===== config.mk =====
export PLATFORM = sky130hd
export DESIGN_NAME = fetchStage
export DESIGN_NICKNAME = d
export VERILOG_FILES = /design/src/fetchPkg.sv /design/src/instrMem.sv /design/src/instrCache.sv /design/src/hazardUnit.sv /design/src/fetchStage.sv
export SDC_FILE = /design/constraint.sdc
export NUM_CORES = 2
export LEC_CHECK = 0
export BUFFER_PORTS_ARGS = -buffer_cell sky130_fd_sc_hd__buf_2
export CAP_MARGIN = 20
export CELL_PAD_IN_SITES_DETAIL_PLACEMENT = 2
export CELL_PAD_IN_SITES_GLOBAL_PLACEMENT = 2
export CORE_MARGIN = 2
export CORE_UTILIZATION = 55
export DETAILED_ROUTE_END_ITERATION = 12
export GPL_TIMING_DRIVEN = 0
export PLACE_DENSITY_LB_ADDON = 0.1
export SLEW_MARGIN = 40
export SYNTH_ARGS = -nofsm -noshare
export SYNTH_HDL_FRONTEND = slang
export SYNTH_MEMORY_MAX_BITS = 65536
export SYNTH_SLANG_ARGS = --single-unit
export TNS_END_PERCENT = 1

===== constraint.sdc =====
create_clock -name clk -period 9.8 [get_ports clk]
set_input_delay 0.98 -clock clk [delete_from_list [all_inputs] [get_ports clk]]
set_output_delay 0.98 -clock clk [all_outputs]
set_load 0.005 [all_outputs]

===== src/fetchPkg.sv =====
/*
   Shared definitions for the instruction fetch stage.
   Instructions are 16 bits: opcode in [15:11], source A in [10:8],
   source B in [7:5]. Addresses are byte addresses, the PC steps by 2.
*/
package fetchPkg;

   // datapath widths
   localparam int addrW = 16;
   localparam int instrW = 16;
   localparam int regW = 3;

   // instruction field positions
   localparam int opMsb = 15;
   localparam int opLsb = 11;
   localparam int srcAMsb = 10;
   localparam int srcALsb = 8;
   localparam int srcBMsb = 7;
   localparam int srcBLsb = 5;

   typedef enum logic [4:0] {
      opHalt = 5'd0,
      opNop = 5'd1,
      opAddi,
      opLd,
      opSt,
      opAlu,
      opBeqz,
      opJ
   } opcodeE;

   // write-back source of an instruction in flight
   typedef enum logic [1:0] {
      wbAlu,
      wbMem,
      wbPc
   } wbSelE;

   // operand forwarding select, named after the stage that supplies it
   typedef enum logic [1:0] {
      fwdNone,
      fwdX,
      fwdM,
      fwdW
   } fwdSelE;

   // bubble pushed into decode
   localparam logic [instrW-1:0] nopInstr = 16'h0800;

   function automatic opcodeE opcodeOf(input logic [instrW-1:0] instr);
      return opcodeE'(instr[opMsb:opLsb]);
   endfunction

   function automatic logic [regW-1:0] srcAOf(input logic [instrW-1:0] instr);
      return instr[srcAMsb:srcALsb];
   endfunction

   function automatic logic [regW-1:0] srcBOf(input logic [instrW-1:0] instr);
      return instr[srcBMsb:srcBLsb];
   endfunction

endpackage


===== src/instrMem.sv =====
/*
   Word-addressed instruction memory, memWords deep, power of two.
   Addresses above memWords alias. The array has no reset, so the
   program goes in through the load port before fetch starts.
   A refill is answered exactly memLatency (>= 1) cycles after memRd,
   with one request in flight at a time.
*/
`timescale 1ns/1ps

module instrMem #(
   parameter int memWords = 256,
   parameter int memLatency = 3
) (
   input logic clk,
   input logic loadEn,
   input logic [fetchPkg::addrW-1:0] loadAddr,
   input logic [fetchPkg::instrW-1:0] loadData,
   input logic memRd,
   input logic [fetchPkg::addrW-1:0] memAddr,
   output logic memValid,
   output logic [fetchPkg::instrW-1:0] memData
);
   import fetchPkg::*;

   localparam int memAW = $clog2(memWords);

   logic [instrW-1:0] mem [memWords];
   logic [memLatency-1:0] reqValid;
   logic [memAW-1:0] reqAddr [memLatency];

   // program load, one word per cycle
   always_ff @(posedge clk) begin
      if (loadEn) begin
         mem[loadAddr[memAW-1:0]] <= loadData;
      end
   end

   // latency line, the request walks one stage per cycle
   always_ff @(posedge clk) begin
      reqValid[0] <= memRd;
      reqAddr[0] <= memAddr[memAW-1:0];
      for (int i = 1; i < memLatency; i++) begin
         reqValid[i] <= reqValid[i-1];
         reqAddr[i] <= reqAddr[i-1];
      end
   end

   // word is read as the request leaves the last stage
   assign memValid = reqValid[memLatency-1];
   assign memData = mem[reqAddr[memLatency-1]];

   // the cache must wait for its answer before asking again
   aSingleRequest: assert property (@(posedge clk) memRd |-> !(|reqValid))
      else $error("instrMem: memRd while a request is in flight");

endmodule


===== src/instrCache.sv =====
/*
   Direct-mapped instruction cache, one word per line.
   cacheLines and memWords are powers of two, memWords > cacheLines.
   Lookup is combinational; stall is high while a refill is pending.
   A started refill always completes into its line, even after the PC moves.
*/
`timescale 1ns/1ps

module instrCache #(
   parameter int cacheLines = 16,
   parameter int memWords = 256
) (
   input logic clk,
   input logic rstN,
   input logic [fetchPkg::addrW-1:0] pc,
   output logic [fetchPkg::instrW-1:0] cacheInstr,
   output logic cacheHit,
   output logic stall,
   output logic memRd,
   output logic [fetchPkg::addrW-1:0] memAddr,
   input logic memValid,
   input logic [fetchPkg::instrW-1:0] memData
);
   import fetchPkg::*;

   localparam int idxW = $clog2(cacheLines);
   localparam int memAW = $clog2(memWords);
   localparam int tagW = memAW - idxW;

   typedef enum logic {
      stIdle,
      stRefill
   } stateE;

   stateE state;

   logic [cacheLines-1:0] lineValid;
   logic [tagW-1:0] lineTag [cacheLines];
   logic [instrW-1:0] lineData [cacheLines];

   logic [addrW-2:0] wordAddr;
   logic [idxW-1:0] idx;
   logic [tagW-1:0] tag;
   logic [idxW-1:0] refillIdx;
   logic [tagW-1:0] refillTag;
   logic startRefill;

   // byte bit of the PC is dropped
   assign wordAddr = pc[addrW-1:1];
   assign idx = wordAddr[idxW-1:0];
   assign tag = wordAddr[memAW-1:idxW];

   assign cacheHit = lineValid[idx] && (lineTag[idx] == tag);
   assign cacheInstr = lineData[idx];
   assign stall = (state == stRefill);

   assign startRefill = (state == stIdle) && !cacheHit;

   // miss FSM and valid bits
   always_ff @(posedge clk or negedge rstN) begin
      if (!rstN) begin
         state <= stIdle;
         memRd <= 1'b0;
         lineValid <= '0;
      end else begin
         memRd <= 1'b0;
         case (state)
            stIdle: begin
               if (!cacheHit) begin
                  state <= stRefill;
                  memRd <= 1'b1;
               end
            end
            stRefill: begin
               if (memValid) begin
                  state <= stIdle;
                  lineValid[refillIdx] <= 1'b1;
               end
            end
            default: state <= stIdle;
         endcase
      end
   end

   // refill target is captured at the miss, line written on return
   always_ff @(posedge clk) begin
      if (startRefill) begin
         refillIdx <= idx;
         refillTag <= tag;
         memAddr <= {1'b0, wordAddr};
      end
      if (stall && memValid) begin
         lineTag[refillIdx] <= refillTag;
         lineData[refillIdx] <= memData;
      end
   end

   // a new request is only launched from idle
   aRdFromIdle: assert property (@(posedge clk) disable iff (!rstN)
      $rose(memRd) |-> $past(state == stIdle))
      else $error("instrCache: memRd raised during refill");

   // memory answers only what was asked
   aValidInRefill: assert property (@(posedge clk) disable iff (!rstN)
      memValid |-> (state == stRefill))
      else $error("instrCache: memValid outside refill");

endmodule


===== src/hazardUnit.sv =====
/*
   Fetch/decode register with load-use detection and forwarding selects.
   pcHold is combinational and lasts one cycle per hazard; the D/X/M write
   information must describe the instructions ahead of the one being fetched.
   Bubbles are nopInstr with instrValid low.
*/
`timescale 1ns/1ps

module hazardUnit (
   input logic clk,
   input logic rstN,
   input logic [fetchPkg::instrW-1:0] fetchInstr,
   input logic [fetchPkg::addrW-1:0] fetchPc,
   input logic fetchValid,
   input logic flush,
   input logic regWrtD,
   input logic regWrtX,
   input logic regWrtM,
   input logic [fetchPkg::regW-1:0] wrtRegD,
   input logic [fetchPkg::regW-1:0] wrtRegX,
   input logic [fetchPkg::regW-1:0] wrtRegM,
   input fetchPkg::wbSelE wbDataSelD,
   output logic pcHold,
   output logic [fetchPkg::instrW-1:0] instruction,
   output logic [fetchPkg::addrW-1:0] incPC,
   output logic instrValid,
   output fetchPkg::fwdSelE fwCntrlA,
   output fetchPkg::fwdSelE fwCntrlB
);
   import fetchPkg::*;

   opcodeE opcode;
   logic [regW-1:0] srcA;
   logic [regW-1:0] srcB;
   logic useA;
   logic useB;
   logic loadUse;
   logic takeInstr;
   fwdSelE fwdA;
   fwdSelE fwdB;

   // producer in D is in X when this one reaches decode, and so on
   function automatic fwdSelE nearestFwd(input logic [regW-1:0] src, input logic used);
      fwdSelE sel;
      sel = fwdNone;
      if (used) begin
         if (regWrtD && (wrtRegD == src)) begin
            sel = fwdX;
         end else if (regWrtX && (wrtRegX == src)) begin
            sel = fwdM;
         end else if (regWrtM && (wrtRegM == src)) begin
            sel = fwdW;
         end
      end
      return sel;
   endfunction

   assign opcode = opcodeOf(fetchInstr);
   assign srcA = srcAOf(fetchInstr);
   assign srcB = srcBOf(fetchInstr);

   // which register fields the opcode reads
   always_comb begin
      case (opcode)
         opAlu, opSt: begin
            useA = 1'b1;
            useB = 1'b1;
         end
         opNop, opHalt, opJ: begin
            useA = 1'b0;
            useB = 1'b0;
         end
         default: begin
            useA = 1'b1;
            useB = 1'b0;
         end
      endcase
   end

   // forwarding select per operand
   always_comb begin
      fwdA = nearestFwd(srcA, useA);
      fwdB = nearestFwd(srcB, useB);
   end

   // load in D cannot forward in time
   assign loadUse = fetchValid && regWrtD && (wbDataSelD == wbMem)
      && ((useA && (wrtRegD == srcA)) || (useB && (wrtRegD == srcB)));
   assign pcHold = loadUse;

   assign takeInstr = fetchValid && !flush && !loadUse;

   always_ff @(posedge clk or negedge rstN) begin
      if (!rstN) begin
         instruction <= nopInstr;
         instrValid <= 1'b0;
         fwCntrlA <= fwdNone;
         fwCntrlB <= fwdNone;
      end else if (takeInstr) begin
         instruction <= fetchInstr;
         instrValid <= 1'b1;
         fwCntrlA <= fwdA;
         fwCntrlB <= fwdB;
      end else begin
         instruction <= nopInstr;
         instrValid <= 1'b0;
         fwCntrlA <= fwdNone;
         fwCntrlB <= fwdNone;
      end
   end

   // incPC tracks the word taken into decode
   always_ff @(posedge clk) begin
      if (takeInstr) begin
         incPC <= fetchPc + addrW'(2);
      end
   end

   aValidNotNop: assert property (@(posedge clk) disable iff (!rstN)
      instrValid |-> (instruction != nopInstr))
      else $error("hazardUnit: valid instruction equals the bubble");

endmodule


===== src/fetchStage.sv =====
/*
   Instruction fetch stage: PC, instruction cache, backing memory and
   the fetch/decode register. Load the program while rstN is low; loads
   do not invalidate cached lines. An odd redirect target is refused and
   raises err until the next even redirect.
*/
`timescale 1ns/1ps

module fetchStage #(
   parameter int cacheLines = 16,
   parameter int memWords = 256,
   parameter int memLatency = 3
) (
   input logic clk,
   input logic rstN,
   input logic [fetchPkg::addrW-1:0] newPC,
   input logic jumpInstX,
   input logic branchMispredict,
   input logic createDump,
   input logic regWrtD,
   input logic regWrtX,
   input logic regWrtM,
   input logic [fetchPkg::regW-1:0] wrtRegD,
   input logic [fetchPkg::regW-1:0] wrtRegX,
   input logic [fetchPkg::regW-1:0] wrtRegM,
   input fetchPkg::wbSelE wbDataSelD,
   input logic loadEn,
   input logic [fetchPkg::addrW-1:0] loadAddr,
   input logic [fetchPkg::instrW-1:0] loadData,
   output logic [fetchPkg::instrW-1:0] instruction,
   output logic [fetchPkg::addrW-1:0] incPC,
   output logic instrValid,
   output fetchPkg::fwdSelE fwCntrlA,
   output fetchPkg::fwdSelE fwCntrlB,
   output logic err
);
   import fetchPkg::*;

   logic [addrW-1:0] pc;
   logic [addrW-1:0] pcInc;
   logic [addrW-1:0] pcNext;
   logic [instrW-1:0] cacheInstr;
   logic cacheHit;
   logic stall;
   logic memRd;
   logic [addrW-1:0] memAddr;
   logic memValid;
   logic [instrW-1:0] memData;
   logic pcHold;
   logic redirect;
   logic badTarget;
   logic fetchValid;

   assign redirect = jumpInstX | branchMispredict;
   assign badTarget = redirect & newPC[0];
   assign pcInc = pc + addrW'(2);

   // redirect (good or bad), halt and refill all keep the word out of decode
   assign fetchValid = cacheHit & ~stall & ~redirect & ~badTarget & ~createDump;

   always_comb begin
      if (redirect) begin
         pcNext = badTarget ? pc : newPC;
      end else if (fetchValid && !pcHold) begin
         pcNext = pcInc;
      end else begin
         pcNext = pc;
      end
   end

   always_ff @(posedge clk or negedge rstN) begin
      if (!rstN) begin
         pc <= '0;
         err <= 1'b0;
      end else begin
         pc <= pcNext;
         // sticky until an even redirect
         if (redirect) begin
            err <= badTarget;
         end
      end
   end

   instrCache #(
      .cacheLines(cacheLines),
      .memWords(memWords)
   ) i_instrCache (
      .clk(clk),
      .rstN(rstN),
      .pc(pc),
      .cacheInstr(cacheInstr),
      .cacheHit(cacheHit),
      .stall(stall),
      .memRd(memRd),
      .memAddr(memAddr),
      .memValid(memValid),
      .memData(memData)
   );

   instrMem #(
      .memWords(memWords),
      .memLatency(memLatency)
   ) i_instrMem (
      .clk(clk),
      .loadEn(loadEn),
      .loadAddr(loadAddr),
      .loadData(loadData),
      .memRd(memRd),
      .memAddr(memAddr),
      .memValid(memValid),
      .memData(memData)
   );

   hazardUnit i_hazardUnit (
      .clk(clk),
      .rstN(rstN),
      .fetchInstr(cacheInstr),
      .fetchPc(pc),
      .fetchValid(fetchValid),
      .flush(redirect),
      .regWrtD(regWrtD),
      .regWrtX(regWrtX),
      .regWrtM(regWrtM),
      .wrtRegD(wrtRegD),
      .wrtRegX(wrtRegX),
      .wrtRegM(wrtRegM),
      .wbDataSelD(wbDataSelD),
      .pcHold(pcHold),
      .instruction(instruction),
      .incPC(incPC),
      .instrValid(instrValid),
      .fwCntrlA(fwCntrlA),
      .fwCntrlB(fwCntrlB)
   );

   aPcEven: assert property (@(posedge clk) disable iff (!rstN) !pc[0])
      else $error("fetchStage: odd PC");

endmodule


==> flow_metrics.env, run 1 <==
export IMPL_run_status="aborted with a tool error"
export IMPL_last_stage_reached="3_5_place_dp"
export IMPL_firstError="[ERROR DPL-0033] detailed placement checks failed during check placement."
export IMPL_gp_congestion=0.858
export IMPL_synth_top_cells_by_area="sky130_fd_sc_hd__edfxtp_1 (77%), sky130_fd_sc_hd__mux4_2 (18%), sky130_fd_sc_hd__dfrtp_1 (0.80%)"
export IMPL_placementRows=205
export IMPL_synth_seq_area_share_pct=78.3
export IMPL_boundaryPins=106
export IMPL_async_flop_share_pct=1.24
export IMPL_post_synth_top_area_fraction_pct=77.2
export IMPL_synth_enable_flop_cells=4440
export IMPL_ys_flop_type="sky130_fd_sc_hd__edfxtp_1"
export IMPL_syn_nets=7043
export IMPL_die_h_um=564
export IMPL_floorplan_die_width_um=564
export IMPL_syn_avg_cell_area_sq_um=24.8
export IMPL_yosys_top_cells_count="sky130_fd_sc_hd__edfxtp_1 (4440), sky130_fd_sc_hd__mux4_2 (1410), sky130_fd_sc_hd__nor2_1 (290), sky130_fd_sc_hd__clkbuf_1 (271), sky130_fd_sc_hd__buf_1 (87)"
export IMPL_yosys_warnings=0
export IMPL_synth_seq_cells=4523
export IMPL_post_synth_inst_count=6974
export IMPL_synth_distinct_cells=69
export IMPL_synth_top_area_cell="sky130_fd_sc_hd__edfxtp_1"
export IMPL_post_synth_top_count_cell="sky130_fd_sc_hd__edfxtp_1"
export IMPL_detailedPlacementHpwl_um=441000
export IMPL_port_buffers=96
export IMPL_initial_core_utilization_pct=55.3
export IMPL_synth_area_sq_um=173000
-- logic make-up after synthesis --
| kind of cell | share of synthesized area [%] |
|---|---|
| flip-flops | 78.3 |
| buffers and inverters | 0.920 |
| XOR/XNOR | 0.152 |
| adder cells (fa/ha/maj) | 0.00725 |
| multiplexers | 19.0 |
| AO/OA/AOI/OAI | 0.493 |
| AND/OR/NAND/NOR | 1.12 |
-- per-stage QoR --
step / setup WS (ns) / cells / instance area [sq um] / hold WS, ns
3_3_place_gp: 2.50 / 11200 / 178000 / 0.315
2_1_floorplan: 5.76 / 6974 / 173000 / 0.310
==> run 2, diff against run 1 <==
CELL_PAD_IN_SITES_DETAIL_PLACEMENT = unset   (was 2)
CELL_PAD_IN_SITES_GLOBAL_PLACEMENT = unset   (was 2)
CORE_UTILIZATION = 40   (was 55)
PLACE_DENSITY_LB_ADDON = 0.15   (was 0.1)
==> flow_metrics.env, run 2 <==
export IMPL_timing_final_crit_period_ns=5.63
export IMPL_worst_ep_required_time_ns=10.44
export IMPL_synth_top_family_by_area="multiplexers"
export IMPL_post_synth_top_count_cell="sky130_fd_sc_hd__edfxtp_1"
export IMPL_fillerInstances=34700
export IMPL_final_instance_count_excl_fill=13900
export IMPL_most_common_layout_cells="sky130_fd_sc_hd__edfxtp_1 (4440), sky130_fd_sc_hd__mux4_2 (1410), sky130_fd_sc_hd__clkbuf_16 (475)"
export IMPL_run_status="complete, no violations"
export IMPL_final_setup_viol_count=0
export IMPL_clk_sinks=4523
export IMPL_placementRows=241
export IMPL_detailedPlacementHpwl_um=330000
export IMPL_grt_pass1_vias=81200
export IMPL_grt_overflow_total=0
export IMPL_ys_flop_type="sky130_fd_sc_hd__edfxtp_1"
export IMPL_final_antenna_net_count=0
export IMPL_p_leak_uw=0.0629
export IMPL_multi_input_area_sq_um=38000
export IMPL_hold_viol_final=0
export IMPL_grt_pass1_wl_um=665000
export IMPL_cts_htree_levels=5
export IMPL_start_kind="register"
export IMPL_timing_worst_setup_path_type="register to register"
export IMPL_floorplan_die_width_um=661
export IMPL_post_synth_and_or_nand_nor_area_fraction_pct=1.12
export IMPL_route_detailed_drc=0
export IMPL_reg2reg_slack_ns=4.17
export IMPL_worst_skew_pair_late_latency_ns=1.02
export IMPL_crit_path_max_fanout=16
export IMPL_cts_clk_slew_worst_paths_ns=0.06
export IMPL_boundaryPins=106
export IMPL_final_period_utilization_pct=57.5
export IMPL_drive_gt1_share_pct=36.8
export IMPL_max_cap_violations=0
export IMPL_wirelength_um=483000
export IMPL_coreArea_sq_um=430000
export IMPL_largest_reg_flops=4096
export IMPL_async_flop_share_pct=1.24
export IMPL_synth_enable_flop_cells=4440
export IMPL_cts_tree="done"
export IMPL_post_synth_top_area_fraction_pct=77.2
export IMPL_synth_area_sq_um=173000
export IMPL_cts_root_to_sink_buffers=4
export IMPL_peakVddDrop_mv=0.209
export IMPL_synth_top_cells_by_area="sky130_fd_sc_hd__edfxtp_1 (77%), sky130_fd_sc_hd__mux4_2 (18%), sky130_fd_sc_hd__dfrtp_1 (0.80%)"
export IMPL_clock_root_buffer="sky130_fd_sc_hd__clkbuf_16"
export IMPL_post_cts_resized=0
export IMPL_yosys_top_cells_count="sky130_fd_sc_hd__edfxtp_1 (4440), sky130_fd_sc_hd__mux4_2 (1410), sky130_fd_sc_hd__nor2_1 (290), sky130_fd_sc_hd__clkbuf_1 (271), sky130_fd_sc_hd__buf_1 (87)"
export IMPL_setup_tns_final_ns=0
export IMPL_worst_hold_path_type="input pin to register"
export IMPL_design_final_nets=7870
export IMPL_synth_distinct_cells=69
export IMPL_power_density_nw_per_um2=255
export IMPL_port_buffers=96
export IMPL_grt_use_total_pct=22.0
export IMPL_post_place_cells=13000
export IMPL_post_synth_inst_count=6974
export IMPL_postCtsSetupBuffers=0
export IMPL_timing_clock_skew_ns=0.0518
export IMPL_worstSetupEndpointType="register"
export IMPL_layout_cells_most_common="sky130_fd_sc_hd__edfxtp_1"
export IMPL_synth_seq_cells=4523
export IMPL_die_area_sq_um=437000
export IMPL_initial_core_utilization_pct=40.1
export IMPL_cts_buffers=469
export IMPL_drt_initial_drc_count=9916
export IMPL_yosys_warnings=0
export IMPL_rsz0062_at_grt="false"
export IMPL_tightest_slew_ns=0.880
export IMPL_synth_seq_area_share_pct=78.3
export IMPL_route_detailed_vias_per_inst=5.74
export IMPL_syn_avg_cell_area_sq_um=24.8
export IMPL_final_max_slew_viol_count=0
export IMPL_cts_hold_buf=1
export IMPL_yosys_area_share_xor_xnor_pct=0.152
export IMPL_routed_wire_length_per_instance_um=34.7
export IMPL_syn_nets=7043
export IMPL_critical_path_arrival_ns=6.27
export IMPL_max_clock_freq_ghz=0.178
export IMPL_synth_adder_area_share_pct=0.00725
export IMPL_synth_compound_area_share_pct=0.494
export IMPL_syn_to_final_growth_pct=17.6
export IMPL_regArea_sq_um=135000
export IMPL_gp_congestion=0.807
export IMPL_route_vias_total=79900
export IMPL_number_of_antenna_violations_at_the_first_check_in_global_routing=59
export IMPL_die_h_um=661
export IMPL_relative_max_transition_margin_pct=41.1
export IMPL_synth_top_area_cell="sky130_fd_sc_hd__edfxtp_1"
export IMPL_grt_start_max_net_pins=89
export IMPL_dr_pass1_iters=5
export IMPL_synth_mux_area_fraction_pct=19.0
run 2: final timing paths:
check	from	endpoint	cells after the start
min in group asynchronous	rstN	pc[0]	2
hold / removal	regWrtD	i_hazardUnit.fwCntrlB[1]	2
setup / recovery	i_instrMem.reqAddr[0][17]	i_instrCache.lineData[7][0]	8
setup reg to reg	i_instrMem.reqAddr[0][17]	i_instrCache.lineData[7][0]	8
max in group asynchronous	rstN	i_hazardUnit.instruction[15]	2
hold reg to reg	i_instrMem.reqAddr[0][13]	i_instrMem.reqAddr[0][21]	0
run 2: routing by layer:
layer | GRT usage [%] | vias up | wire length, um | share of wire [%]
li1 | - | 32000 | - | -
met1 | 31.1 | 44300 | 199000 | 41
met2 | 36.1 | 2973 | 236000 | 49
met3 | 3.68 | 596 | 35300 | 7.3
met4 | 5.35 | 4 | 12300 | 2.5
met5 | 0 | - | 23 | 0.0048
run 2: stage by stage:
| stage | util [%] | setup slack, ns | power, uW | instance area [sq um] | hold slack [ns] |
|---|---|---|---|---|---|
| 4_1_cts | 47.2 | 3.88 | 52300 | 203000 | 0.103 |
| 2_1_floorplan | - | 5.76 | 29000 | 173000 | 0.310 |
| 5_1_grt | 47.2 | 4.14 | 53300 | 203000 | 0.163 |
| 3_3_place_gp | 41.9 | 2.25 | 34600 | 180000 | 0.314 |
| 3_5_place_dp | 43.7 | 3.93 | 35000 | 188000 | 0.312 |
| 6_report | 47.2 | 4.17 | 51900 | 203000 | 0.204 |
run 2: area by class of cell:
cell class                      count  share of cell area, %
Inverter                           10                 0.0185
Sequential cell                  4523                   66.6
Tap cell                         5710                   3.52
Timing Repair Buffer              356                   2.85
Multi-Input combinational cell   2064                   18.7
Antenna cell                       16                 0.0197
Buffer                            377                  0.947
Clock inverter                    271                   1.22
Clock buffer                      587                   6.09
run 2: power by group:
part	switching, uW	total [uW]	internal [uW]
logic	7620	12600	5020
registers	43.3	21900	21800
clock network	7440	17400	9930
run 2: critical path, cell delays in order (launching register included):
cell	delay, ns
sky130_fd_sc_hd__dfxtp_1	0.36
sky130_fd_sc_hd__clkbuf_1	0.58
sky130_fd_sc_hd__clkbuf_2	0.51
sky130_fd_sc_hd__clkbuf_4	0.57
sky130_fd_sc_hd__clkbuf_1	0.65
sky130_fd_sc_hd__mux4_2	0.44
sky130_fd_sc_hd__mux4_2	0.62
sky130_fd_sc_hd__mux4_2	0.68
sky130_fd_sc_hd__mux4_2	0.76
run 2: logic make-up after synthesis:
group           Yosys count
flops                  4523
mux                    1480
simple gates            449
buf+inv                 387
compound gates          104
xor+xnor                 30
fa+ha+maj                 1
Power figures use the tool's default switching activity.
